===== src/verilog/mgr_cfg_pkg.sv =====
package mgr_cfg_pkg;

    // Accelerator cluster
    localparam int NUM_ACCS = 8;
    localparam int NUM_TYPES = 2;

    // Type t owns accelerators t*ACCS_PER_TYPE up to t*ACCS_PER_TYPE+ACCS_PER_TYPE-1
    localparam int ACCS_PER_TYPE = 4;

    localparam int ACC_BITS = 3;

    // Command queue entries per accelerator, power of two
    localparam int SUBQUEUE_DEPTH = 4;

    // Outstanding children per creator
    localparam int CNT_BITS = 8;

    typedef logic [ACC_BITS-1:0] acc_id_t;

endpackage


===== src/verilog/mgr_msg_pkg.sv =====
package mgr_msg_pkg;

    // New task word as sent on spawn_in
    typedef struct packed {
        logic [3:0]  task_type;
        logic [31:0] task_id;
        logic [27:0] arg;
    } spawn_desc_t;

    // Finish report word as sent on cmdout_in
    typedef struct packed {
        mgr_cfg_pkg::acc_id_t              creator;
        logic [31-mgr_cfg_pkg::ACC_BITS:0] reserved;
        logic [31:0]                       task_id;
    } finish_desc_t;

    // One accelerator word, meaning depends on the stream it arrives on
    typedef union packed {
        spawn_desc_t  spawn;
        finish_desc_t finish;
    } acc_word_u;

    typedef struct packed {
        mgr_cfg_pkg::acc_id_t creator;
        logic [31:0]          task_id;
        logic [27:0]          arg;
    } cmd_entry_t;

    typedef struct packed {
        logic                 valid;
        mgr_cfg_pkg::acc_id_t id;
        acc_word_u            data;
    } stream_in_t;

    typedef struct packed {
        logic                 valid;
        mgr_cfg_pkg::acc_id_t dest;
        logic [63:0]          data;
    } stream_out_t;

endpackage


===== src/verilog/acc_scheduler.sv =====
module acc_scheduler (
    input  logic                                      aclk,
    input  logic                                      arst_n,
    input  logic [$clog2(mgr_cfg_pkg::NUM_TYPES)-1:0] sched_type,
    input  logic                                      sched_commit,
    output mgr_cfg_pkg::acc_id_t                      sched_acc
);

    // One pointer per type, wraps within the type's accelerators
    logic [$clog2(mgr_cfg_pkg::ACCS_PER_TYPE)-1:0] rr_ptr [mgr_cfg_pkg::NUM_TYPES];

    assign sched_acc = mgr_cfg_pkg::acc_id_t'(int'(sched_type) * mgr_cfg_pkg::ACCS_PER_TYPE
                                              + int'(rr_ptr[sched_type]));

    always_ff @(posedge aclk or negedge arst_n) begin
        if (!arst_n) begin
            for (int t = 0; t < mgr_cfg_pkg::NUM_TYPES; t++) begin
                rr_ptr[t] <= '0;
            end
        end else if (sched_commit) begin
            rr_ptr[sched_type] <= rr_ptr[sched_type] + 1'b1;
        end
    end

endmodule


===== src/verilog/cmdin_queue.sv =====
module cmdin_queue (
    input  logic                             aclk,
    input  logic                             arst_n,
    input  logic                             push_valid,
    input  mgr_cfg_pkg::acc_id_t             push_acc,
    input  mgr_msg_pkg::cmd_entry_t          push_entry,
    output logic [mgr_cfg_pkg::NUM_ACCS-1:0] full,
    output mgr_msg_pkg::stream_out_t         cmdin_out,
    input  logic                             cmdin_out_ready
);

    mgr_msg_pkg::cmd_entry_t mem [mgr_cfg_pkg::NUM_ACCS][mgr_cfg_pkg::SUBQUEUE_DEPTH];

    logic [$clog2(mgr_cfg_pkg::SUBQUEUE_DEPTH)-1:0] wr_ptr [mgr_cfg_pkg::NUM_ACCS];
    logic [$clog2(mgr_cfg_pkg::SUBQUEUE_DEPTH)-1:0] rd_ptr [mgr_cfg_pkg::NUM_ACCS];
    logic [$clog2(mgr_cfg_pkg::SUBQUEUE_DEPTH):0]   count  [mgr_cfg_pkg::NUM_ACCS];

    logic [mgr_cfg_pkg::NUM_ACCS-1:0] push_hit;
    logic [mgr_cfg_pkg::NUM_ACCS-1:0] pop_hit;
    logic [mgr_cfg_pkg::NUM_ACCS-1:0] wr_en;
    logic [mgr_cfg_pkg::NUM_ACCS-1:0] avail;

    mgr_cfg_pkg::acc_id_t    last_q;
    mgr_cfg_pkg::acc_id_t    sel;
    logic                    sel_ok;
    logic                    load;
    mgr_msg_pkg::cmd_entry_t head;

    logic                    out_valid;
    mgr_cfg_pkg::acc_id_t    out_dest;
    mgr_msg_pkg::cmd_entry_t out_entry;

    // A push into an empty queue counts as available in the same cycle
    always_comb begin
        for (int i = 0; i < mgr_cfg_pkg::NUM_ACCS; i++) begin
            push_hit[i] = push_valid && (push_acc == mgr_cfg_pkg::acc_id_t'(i));
            avail[i]    = (count[i] != '0) || push_hit[i];
            full[i]     = (count[i] == mgr_cfg_pkg::SUBQUEUE_DEPTH);
            pop_hit[i]  = load && (sel == mgr_cfg_pkg::acc_id_t'(i));
            wr_en[i]    = push_hit[i] && !(pop_hit[i] && count[i] == '0);
        end
    end

    // Round-robin, search starts after the last served queue
    always_comb begin
        mgr_cfg_pkg::acc_id_t idx;
        sel    = last_q;
        sel_ok = 1'b0;
        for (int k = 1; k <= mgr_cfg_pkg::NUM_ACCS; k++) begin
            idx = mgr_cfg_pkg::acc_id_t'((int'(last_q) + k) % mgr_cfg_pkg::NUM_ACCS);
            if (!sel_ok && avail[idx]) begin
                sel    = idx;
                sel_ok = 1'b1;
            end
        end
    end

    assign load = sel_ok && (!out_valid || cmdin_out_ready);
    assign head = (count[sel] != '0) ? mem[sel][rd_ptr[sel]] : push_entry;

    always_ff @(posedge aclk or negedge arst_n) begin
        if (!arst_n) begin
            for (int i = 0; i < mgr_cfg_pkg::NUM_ACCS; i++) begin
                wr_ptr[i] <= '0;
                rd_ptr[i] <= '0;
                count[i]  <= '0;
            end
            last_q    <= '0;
            out_valid <= 1'b0;
        end else begin
            for (int i = 0; i < mgr_cfg_pkg::NUM_ACCS; i++) begin
                if (wr_en[i]) begin
                    wr_ptr[i] <= wr_ptr[i] + 1'b1;
                end
                if (pop_hit[i] && count[i] != '0) begin
                    rd_ptr[i] <= rd_ptr[i] + 1'b1;
                end
                case ({push_hit[i], pop_hit[i]})
                    2'b10:   count[i] <= count[i] + 1'b1;
                    2'b01:   count[i] <= count[i] - 1'b1;
                    default: count[i] <= count[i];
                endcase
            end
            if (load) begin
                out_valid <= 1'b1;
                last_q    <= sel;
            end else if (cmdin_out_ready) begin
                out_valid <= 1'b0;
            end
        end
    end

    always_ff @(posedge aclk) begin
        for (int i = 0; i < mgr_cfg_pkg::NUM_ACCS; i++) begin
            if (wr_en[i]) begin
                mem[i][wr_ptr[i]] <= push_entry;
            end
        end
        if (load) begin
            out_dest  <= sel;
            out_entry <= head;
        end
    end

    assign cmdin_out.valid = out_valid;
    assign cmdin_out.dest  = out_dest;
    assign cmdin_out.data  = 64'(out_entry);

    assert property (@(posedge aclk) disable iff (!arst_n)
        push_valid |-> !full[push_acc])
    else $error("push into full command queue %0d", push_acc);

endmodule


===== src/verilog/taskwait_tracker.sv =====
module taskwait_tracker (
    input  logic                     aclk,
    input  logic                     arst_n,
    input  logic                     child_inc,
    input  mgr_cfg_pkg::acc_id_t     child_creator,
    input  mgr_msg_pkg::stream_in_t  cmdout_in,
    output logic                     cmdout_in_ready,
    input  mgr_msg_pkg::stream_in_t  taskwait_in,
    output logic                     taskwait_in_ready,
    output mgr_msg_pkg::stream_out_t taskwait_out,
    input  logic                     taskwait_out_ready
);

    logic [mgr_cfg_pkg::CNT_BITS-1:0] count [mgr_cfg_pkg::NUM_ACCS];

    logic [mgr_cfg_pkg::NUM_ACCS-1:0] pending;
    logic [mgr_cfg_pkg::NUM_ACCS-1:0] inc_hit;
    logic [mgr_cfg_pkg::NUM_ACCS-1:0] dec_hit;

    mgr_msg_pkg::finish_desc_t fin;
    logic                      fin_ready;
    logic                      fin_take;
    logic                      tw_take;

    mgr_cfg_pkg::acc_id_t ack_sel;
    logic                 ack_any;
    logic                 ack_load;
    logic                 ack_valid;
    mgr_cfg_pkg::acc_id_t ack_dest;

    assign fin      = cmdout_in.data.finish;
    assign fin_take = cmdout_in.valid && fin_ready;

    assign cmdout_in_ready   = fin_ready;
    assign taskwait_in_ready = !pending[taskwait_in.id];
    assign tw_take           = taskwait_in.valid && taskwait_in_ready;

    // Lowest creator with a pending wait and no children left
    always_comb begin
        ack_sel = '0;
        ack_any = 1'b0;
        for (int i = mgr_cfg_pkg::NUM_ACCS - 1; i >= 0; i--) begin
            inc_hit[i] = child_inc && (child_creator == mgr_cfg_pkg::acc_id_t'(i));
            dec_hit[i] = fin_take && (fin.creator == mgr_cfg_pkg::acc_id_t'(i));
            if (pending[i] && count[i] == '0) begin
                ack_sel = mgr_cfg_pkg::acc_id_t'(i);
                ack_any = 1'b1;
            end
        end
    end

    assign ack_load = ack_any && (!ack_valid || taskwait_out_ready);

    always_ff @(posedge aclk or negedge arst_n) begin
        if (!arst_n) begin
            for (int i = 0; i < mgr_cfg_pkg::NUM_ACCS; i++) begin
                count[i] <= '0;
            end
            pending   <= '0;
            fin_ready <= 1'b0;
            ack_valid <= 1'b0;
        end else begin
            fin_ready <= 1'b1;
            // New child and finish on one creator cancel out
            for (int i = 0; i < mgr_cfg_pkg::NUM_ACCS; i++) begin
                case ({inc_hit[i], dec_hit[i]})
                    2'b10:   count[i] <= count[i] + 1'b1;
                    2'b01:   count[i] <= count[i] - 1'b1;
                    default: count[i] <= count[i];
                endcase
            end
            if (tw_take) begin
                pending[taskwait_in.id] <= 1'b1;
            end
            if (ack_load) begin
                pending[ack_sel] <= 1'b0;
                ack_valid        <= 1'b1;
            end else if (taskwait_out_ready) begin
                ack_valid <= 1'b0;
            end
        end
    end

    always_ff @(posedge aclk) begin
        if (ack_load) begin
            ack_dest <= ack_sel;
        end
    end

    assign taskwait_out.valid = ack_valid;
    assign taskwait_out.dest  = ack_dest;
    assign taskwait_out.data  = '0;

    // Finish report for a creator with no counted children
    assert property (@(posedge aclk) disable iff (!arst_n)
        (fin_take && !(child_inc && child_creator == fin.creator))
            |-> count[fin.creator] != '0)
    else $error("child counter underflow for creator %0d", fin.creator);

endmodule


===== src/verilog/mgr_control.sv =====
module mgr_control (
    input  logic                                      aclk,
    input  logic                                      arst_n,
    input  mgr_msg_pkg::stream_in_t                   spawn_in,
    output logic                                      spawn_in_ready,
    output mgr_msg_pkg::stream_out_t                  spawn_out,
    input  logic                                      spawn_out_ready,
    output logic [$clog2(mgr_cfg_pkg::NUM_TYPES)-1:0] sched_type,
    output logic                                      sched_commit,
    input  mgr_cfg_pkg::acc_id_t                      sched_acc,
    output logic                                      push_valid,
    output mgr_cfg_pkg::acc_id_t                      push_acc,
    output mgr_msg_pkg::cmd_entry_t                   push_entry,
    input  logic [mgr_cfg_pkg::NUM_ACCS-1:0]          full,
    output logic                                      child_inc,
    output mgr_cfg_pkg::acc_id_t                      child_creator
);

    typedef enum logic [1:0] {
        IDLE,
        ISSUE,
        ACK
    } state_t;

    state_t                state;
    mgr_msg_pkg::acc_word_u word_q;
    mgr_cfg_pkg::acc_id_t   creator_q;
    mgr_cfg_pkg::acc_id_t   ack_acc_q;
    logic                   issue_go;

    // Wait for room in the chosen queue
    assign issue_go = (state == ISSUE) && !full[sched_acc];

    always_ff @(posedge aclk or negedge arst_n) begin
        if (!arst_n) begin
            state <= IDLE;
        end else begin
            case (state)
                IDLE: begin
                    if (spawn_in.valid) begin
                        state <= ISSUE;
                    end
                end
                ISSUE: begin
                    if (issue_go) begin
                        state <= ACK;
                    end
                end
                ACK: begin
                    if (spawn_out_ready) begin
                        state <= IDLE;
                    end
                end
                default: state <= IDLE;
            endcase
        end
    end

    always_ff @(posedge aclk) begin
        if (spawn_in.valid && spawn_in_ready) begin
            creator_q <= spawn_in.id;
            word_q    <= spawn_in.data;
        end
        if (issue_go) begin
            ack_acc_q <= sched_acc;
        end
    end

    assign spawn_in_ready = (state == IDLE);

    assign sched_type   = word_q.spawn.task_type[$clog2(mgr_cfg_pkg::NUM_TYPES)-1:0];
    assign sched_commit = issue_go;

    assign push_valid         = issue_go;
    assign push_acc           = sched_acc;
    assign push_entry.creator = creator_q;
    assign push_entry.task_id = word_q.spawn.task_id;
    assign push_entry.arg     = word_q.spawn.arg;

    assign child_inc     = issue_go;
    assign child_creator = creator_q;

    // Ack carries the task id high and the assigned accelerator low
    assign spawn_out.valid = (state == ACK);
    assign spawn_out.dest  = creator_q;
    assign spawn_out.data  = {word_q.spawn.task_id,
                              {(32 - mgr_cfg_pkg::ACC_BITS){1'b0}},
                              ack_acc_q};

    // Target must belong to the requested type
    assert property (@(posedge aclk) disable iff (!arst_n)
        sched_commit |-> int'(sched_acc) / mgr_cfg_pkg::ACCS_PER_TYPE == int'(sched_type))
    else $error("scheduler chose accelerator %0d outside type %0d", sched_acc, sched_type);

endmodule


===== src/verilog/task_manager.sv =====
module task_manager (
    input  logic                     aclk,
    input  logic                     arst_n,
    // Task creation
    input  mgr_msg_pkg::stream_in_t  spawn_in,
    output logic                     spawn_in_ready,
    output mgr_msg_pkg::stream_out_t spawn_out,
    input  logic                     spawn_out_ready,
    // Commands to accelerators
    output mgr_msg_pkg::stream_out_t cmdin_out,
    input  logic                     cmdin_out_ready,
    // Finish reports
    input  mgr_msg_pkg::stream_in_t  cmdout_in,
    output logic                     cmdout_in_ready,
    // Taskwait
    input  mgr_msg_pkg::stream_in_t  taskwait_in,
    output logic                     taskwait_in_ready,
    output mgr_msg_pkg::stream_out_t taskwait_out,
    input  logic                     taskwait_out_ready
);

    logic [$clog2(mgr_cfg_pkg::NUM_TYPES)-1:0] sched_type;
    logic                                      sched_commit;
    mgr_cfg_pkg::acc_id_t                      sched_acc;

    logic                            push_valid;
    mgr_cfg_pkg::acc_id_t            push_acc;
    mgr_msg_pkg::cmd_entry_t         push_entry;
    logic [mgr_cfg_pkg::NUM_ACCS-1:0] full;

    logic                 child_inc;
    mgr_cfg_pkg::acc_id_t child_creator;

    mgr_control mgr_control_inst (
        .aclk            (aclk),
        .arst_n          (arst_n),
        .spawn_in        (spawn_in),
        .spawn_in_ready  (spawn_in_ready),
        .spawn_out       (spawn_out),
        .spawn_out_ready (spawn_out_ready),
        .sched_type      (sched_type),
        .sched_commit    (sched_commit),
        .sched_acc       (sched_acc),
        .push_valid      (push_valid),
        .push_acc        (push_acc),
        .push_entry      (push_entry),
        .full            (full),
        .child_inc       (child_inc),
        .child_creator   (child_creator)
    );

    acc_scheduler acc_scheduler_inst (
        .aclk         (aclk),
        .arst_n       (arst_n),
        .sched_type   (sched_type),
        .sched_commit (sched_commit),
        .sched_acc    (sched_acc)
    );

    cmdin_queue cmdin_queue_inst (
        .aclk            (aclk),
        .arst_n          (arst_n),
        .push_valid      (push_valid),
        .push_acc        (push_acc),
        .push_entry      (push_entry),
        .full            (full),
        .cmdin_out       (cmdin_out),
        .cmdin_out_ready (cmdin_out_ready)
    );

    taskwait_tracker taskwait_tracker_inst (
        .aclk               (aclk),
        .arst_n             (arst_n),
        .child_inc          (child_inc),
        .child_creator      (child_creator),
        .cmdout_in          (cmdout_in),
        .cmdout_in_ready    (cmdout_in_ready),
        .taskwait_in        (taskwait_in),
        .taskwait_in_ready  (taskwait_in_ready),
        .taskwait_out       (taskwait_out),
        .taskwait_out_ready (taskwait_out_ready)
    );

endmodule


===== config.mk =====
export PLATFORM = sky130hd
export DESIGN_NAME = task_manager
export DESIGN_NICKNAME = d
export VERILOG_FILES = /design/src/verilog/mgr_cfg_pkg.sv /design/src/verilog/mgr_msg_pkg.sv /design/src/verilog/acc_scheduler.sv /design/src/verilog/cmdin_queue.sv /design/src/verilog/taskwait_tracker.sv /design/src/verilog/mgr_control.sv /design/src/verilog/task_manager.sv
export SDC_FILE = /design/constraint.sdc
export NUM_CORES = 2
export LEC_CHECK = 0
export BUFFER_PORTS_ARGS = -buffer_cell sky130_fd_sc_hd__buf_4
export CAP_MARGIN = 15
export CORE_MARGIN = 2
export CORE_UTILIZATION = 44
export CTS_CLUSTER_DIAMETER = 120
export CTS_CLUSTER_SIZE = 12
export DETAILED_ROUTE_END_ITERATION = 6
export PLACE_DENSITY = 0.62
export SLEW_MARGIN = 0
export SYNTH_ARGS = -nofsm -noshare
export SYNTH_HDL_FRONTEND = slang
export SYNTH_SLANG_ARGS = --single-unit

===== constraint.sdc =====
create_clock -name aclk -period 16.1 [get_ports aclk]
set_input_delay 3.22 -clock aclk [delete_from_list [all_inputs] [get_ports aclk]]
set_output_delay 3.22 -clock aclk [all_outputs]
set_load 0.03 [all_outputs]

# Word level (Yosys, flattened, before mapping)

Memory sizes are Yosys's and may differ from the RTL's.
Index checks and enable logic that the tools add are counted.

Flip-flop bits (word level): 276
Memory bits (writable): 2016
Input bits: 209
Output and inout bits: 207
Memories kept: 1

$add $sub $neg: 58
$lt $le $gt $ge: 33
Eq/ne operators: 73
Multiplexer cells: 151
Bitwise logic cells: 14
Reduce and logical (&&, ||, !) cells: 173

Memories:

| name                 | depth | width | rd ports | clocked after Yosys merged registers in | wr ports | line              | source |
|---|---|---|---|---|---|---|---|
| cmdin_queue_inst.mem | 8     | 252   | 1        | 0                                       | 1        | cmdin_queue.sv:12 | `mgr_msg_pkg::cmd_entry_t mem [mgr_cfg_pkg::NUM_ACCS][mgr_cfg_pkg::SUBQUEUE_DEPTH];` |

Operator list:

| operator            | count |
|---|---|
| $mux 252            | 22 |
| $reduce_or 252->1   | 7 |
| $demux 63 s2        | 8 |
| $mux 63             | 11 |
| $pmux 8 s2          | 8 |
| $bmux 63 s2         | 1 |
| $logic_and 1x1->1   | 88 |
| $mux 3              | 25 |
| $eq 3x3->1 const B  | 24 |
| $add 8x1->8 const B | 8 |
| $logic_not 8->1     | 8 |
| $sub 8x1->8 const B | 8 |
| $pmux 3 s2          | 8 |
| $lt 3x4->1 const B  | 11 |
| $mux 1              | 40 |
| $logic_not 3->1     | 12 |
| $reduce_bool 2->1   | 18 |
| $add 2x1->2 const B | 17 |
| $eq 2x1->1 const B  | 17 |
| $eq 2x2->1 const B  | 17 |
| $add 3x1->3 const B | 10 |
| $bmux 1 s3          | 10 |
| $ge 3x3->1 const B  | 9 |
| $not 2->3           | 9 |
| 31 further kinds    | 106 |

# Longest topological paths before layout

Word-level depth: 50
Depth in mapped cells: 25
Depth with buffers taken out: 22

# Hierarchy

Synthesis repeated with hierarchy kept, for this count alone.

Cell total of the unflattened synthesis: 6430
Area total of the unflattened synthesis: 95684.3 um2

Modules (own cells, without submodules):

| module           | instances | cells each | area each (um2) |
|---|---|---|---|
| cmdin_queue      | 1         | 5508       | 86167.6 |
| taskwait_tracker | 1         | 750        | 6598.8 |
| mgr_control      | 1         | 157        | 2730.1 |
| acc_scheduler    | 1         | 15         | 187.7 |

# Worst setup path before layout

No wires, ideal clock.

Path kind: input port to flip-flop
Start: input cmdin_out_ready
End: memory cmdin_queue_inst.mem[2][0] in the netlist's numbering (enable)
Library setup time: 0.542 ns
Data arrival time: 8.910 ns
Required time: 15.558 ns
Setup slack: 6.649 ns
Stages on the path: 6
Buffers on the path: 0
Path through: inv_1 -> a21oi_1 -> nand2_1 -> nor3_1 -> a21oi_1 -> and2_1

Cells in the longest elaborated chain, start to end: 16

Ends and longest elaborated chain:

| element                                                           | line               | source |
|---|---|---|
| start, declared                                                   | task_manager.sv:11 | `input logic cmdin_out_ready,` |
| $logic_or 1x1->1 *                                                | cmdin_queue.sv:58  | `assign load = sel_ok && (!out_valid \|\| cmdin_out_ready);` |
| $logic_and 1x1->1 *                                               | cmdin_queue.sv:58  |  |
| named net cmdin_queue_inst.load                                   | cmdin_queue.sv:26  | `logic load;` |
| $logic_and 1x1->1                                                 | cmdin_queue.sv:39  | `pop_hit[i] = load && (sel == mgr_cfg_pkg::acc_id_t'(i));` |
| $logic_and 1x1->1                                                 | cmdin_queue.sv:40  | `wr_en[i] = push_hit[i] && !(pop_hit[i] && count[i] == '0);` |
| $logic_not 1->1                                                   | cmdin_queue.sv:40  |  |
| $logic_and 1x1->1                                                 | cmdin_queue.sv:40  |  |
| $mux 1                                                            | cmdin_queue.sv:95  | `if (wr_en[i]) begin` |
| $mux 252 (not written as such)                                    | cmdin_queue.sv:96  | `mem[i][wr_ptr[i]] <= push_entry;` |
| $reduce_or 252->1 (no source line)                                | -                  |  |
| $mux 3 (no source line) or $mux 252 (tied branches) (7 in series) | -                  |  |
| end, declared                                                     | cmdin_queue.sv:12  |  |

The timed path passes the listed nets; every way through them passes the cells marked *.

==> metrics.yaml <==
run_status: "completed"
crit_slowest_cell: "buf_4"
finalSetupViolations: 0
die-width_um: 464.5
dieArea_mm2: 0.2157
r2r_cells: 22
synth.distinct_cells: 87
synthMuxAreaShare: 0.1307
numCtsBuffers: 210
cp_num_buf_inv: 7
grt_first_pass_wirelength_mm: 333.4
hold_buffers: 0
ys_seq_elements: 2292
drive_gt1_frac: 0.1948
synthAdderAreaFrac: 0.01711
cp_top_family: "buffers and inverters"
ioPinCount: 416
die_h_um: 464.5
critPathLaunchType: "register"
syn-mean-instance-area_um2: 18.34
vias_per_cell: 5.841
yosys.area.top_type: "edfxtp_1"
hold_viol_final: 0
syn_area_mm2: 0.09330
overflow: 0
finalSetupTns_ns: 0
start_util: 0.4412
yosysSeqAreaShare: 0.7302
wl_per_cell_um: 28.13
port_buffers: 190
insertedDiodeCount: 0
area_growth_pct: 10.41
max_freq_mhz: 108.2
yosysWarnings: 0
worst_pin_slew_ns: 1.204
post_cts_buffers: 0
hpwl_mm: 115.7
num_vias: 47720
clk_latency_ns: 0.89
slew_headroom: 0.1972
clkTransAtPathRegs_ns: 0.08
rows: 169
final_net_count: 5620
postSynth.asyncResetShare: 0.06108
root_buffer: "clkbuf_16"
critPathArrivalTime_ns: 9.67
max_cap_viol_count: 0
synthXorXnorAreaFrac: 0.01098
startpoint: "acc_scheduler_inst.rr_ptr[2]"
path_class: "register to register"
final_max_slew_viol_count: 0
first_pass_iters: 5
ys.flop_type: "edfxtp_1"
yosysMostFrequentCell: "edfxtp_1"
path_common_cell: "buf_4"
synthTopCellsByCount: "edfxtp_1, mux4_2, nand2_1"
drtIter0Drc: 4784
r2r-start: "acc_scheduler_inst.rr_ptr[2]"
drt.antenna.violating_nets: 0
fin_worst_skew_ns: 0.07973
gp_congestion: 0.7860
cp_cell_sequence: "inv_1 -> o21ai_0 -> inv_1 -> ha_1 -> and3_1 -> a211oi_1 -> a22oi_1 -> mux4_2 -> or4_1 -> or3_1 -> nand4_1 -> buf_4 -> inv_6 -> o21a_1 -> buf_4 -> a32o_1 -> a221oi_4 -> buf_4 -> nand2b_4 -> buf_4 -> o22a_1 -> a31oi_1"
grt_pass1_vias: 47700
drc: 0
min_period_ns: 9.242
synth_compound_area_frac: 0.03840
fp.coreArea_mm2: 0.2115
routed_wl_mm: 229.8
grt_max_degree: 173
rsz0062_at_grt: "false"
crit_path_end: "cmdin_queue_inst.cmdin_out[15]"
cp_data_required_time_ns: 16.53
clock-sinks: 2292
cp_slowest_stage_delay_ns: 0.81
cts_tree: "built"
ys_top_cells_by_area: "edfxtp_1, mux4_2, dfrtp_1, nand2_1, mux2i_1"
clock_path_buffers: 3
r2r_slack_ns: 6.86
r2r_end: "cmdin_queue_inst.cmdin_out[15]"
synthSimpleGateAreaFrac: 0.04440
syn_inst: 5088
synth_top_area_share: 0.6926
synth_top_family_by_area: "multiplexers"
cts_resized: 0
grt_usage: 0.2118
cp.depth: 22
cts-htree-levels: 4
worstSetupEndpointType: "register"
synth_edf_count: 2152
period_share: 0.5741
antenna_found_initial: 5
crit_fanout: 75
hold_path_class: "register to register"
==> flip-flops by register name (all words and copies together) (netlist names), 8 cells and up <==
register,cells
mgr_control_inst.word_q,61
cmdin_queue_inst.rd_ptr,16
cmdin_queue_inst.cmdin_out,63
cmdin_queue_inst.mem,2016
taskwait_tracker_inst.count,64
cmdin_queue_inst.count,24
cmdin_queue_inst.wr_ptr,16
taskwait_tracker_inst.pending,8
==> how the worst min path moves through the flow <==
stage / start / end / slack [ns] / depth (start not counted)
floorplan: mgr_control_inst.word_q[60] / mgr_control_inst.ack_acc_q[2] / 0.42 / 0
global placement: cmdin_queue_inst.rd_ptr[9] / cmdin_queue_inst.rd_ptr[9] / 0.46 / 1
detailed placement: taskwait_tracker_inst.count[31] / taskwait_tracker_inst.count[31] / 0.46 / 1
CTS: taskwait_tracker_inst.count[31] / taskwait_tracker_inst.count[31] / 0.47 / 1
global route: taskwait_tracker_inst.count[31] / taskwait_tracker_inst.count[31] / 0.48 / 1
finish: taskwait_tracker_inst.count[31] / taskwait_tracker_inst.count[31] / 0.47 / 1
==> cells in the final DEF, fill, tap and decap left out, drive strengths merged, types with 20 or more instances in the layout <==
cell / netlist / layout
edfxtp: 2152 / 2152
mux4: 464 / 464
nand2: 463 / 463
buf: 297 / 271
clkbuf: 74 / 250
mux2i: 162 / 162
dfrtp: 140 / 140
a21oi: 134 / 134
nand3: 129 / 129
nor2: 122 / 122
o21ai: 116 / 116
inv: 103 / 112
ha: 102 / 102
conb: 2 / 95
a31oi: 82 / 82
xnor2: 76 / 76
o22a: 61 / 61
nor3: 42 / 42
xor2: 41 / 41
and2: 38 / 38
nor4: 30 / 30
o21bai: 27 / 27
a32oi: 22 / 22
a21o: 20 / 20
==> logic make-up after synthesis <==
group,Yosys count
adders and majority gates,118
AOI/OAI and AO/OA,546
other,2
muxes,637
and+or+nand+nor,900
xor gates and xnor gates,117
buffers and inverters,476
DFF,2292
==> per-stage QoR <==
stage               area, um^2  instances  setup WS [ns]    util  hold WS [ns]
global route            103000       8169          6.512  0.4871        0.4819
finish                  103000       8169          6.858  0.4871        0.4695
floorplan                93650       5181          6.649       -        0.4206
detailed placement       97180       7899          7.030  0.4596        0.4581
CTS                     102900       8166          6.929  0.4868        0.4711
global placement         97180       7899          7.154  0.4596        0.4597
==> cell type report <==
| class | count | area [um^2] |
|---|---|---|
| Inverter | 105 | 427.9 |
| Fill cell | 17220 | 108400 |
| Timing Repair Buffer | 271 | 2128 |
| Clock inverter | 17 | 327.8 |
| Clock buffer | 250 | 5426 |
| Tap cell | 2821 | 3530 |
| Sequential cell | 2292 | 68130 |
| Multi-Input combinational cell | 2413 | 23040 |
==> metal layers <==
layer,up-vias,global-route usage,share of wire
met5,-,0,0
met4,0,0.05067,0.021
met3,326,0.03548,0.070
met2,1781,0.3450,0.49
met1,25340,0.2992,0.42
li1,20270,-,-
Power is not shown: default switching activity piles up to over one toggle a cycle in this logic, so the estimate is an artifact.
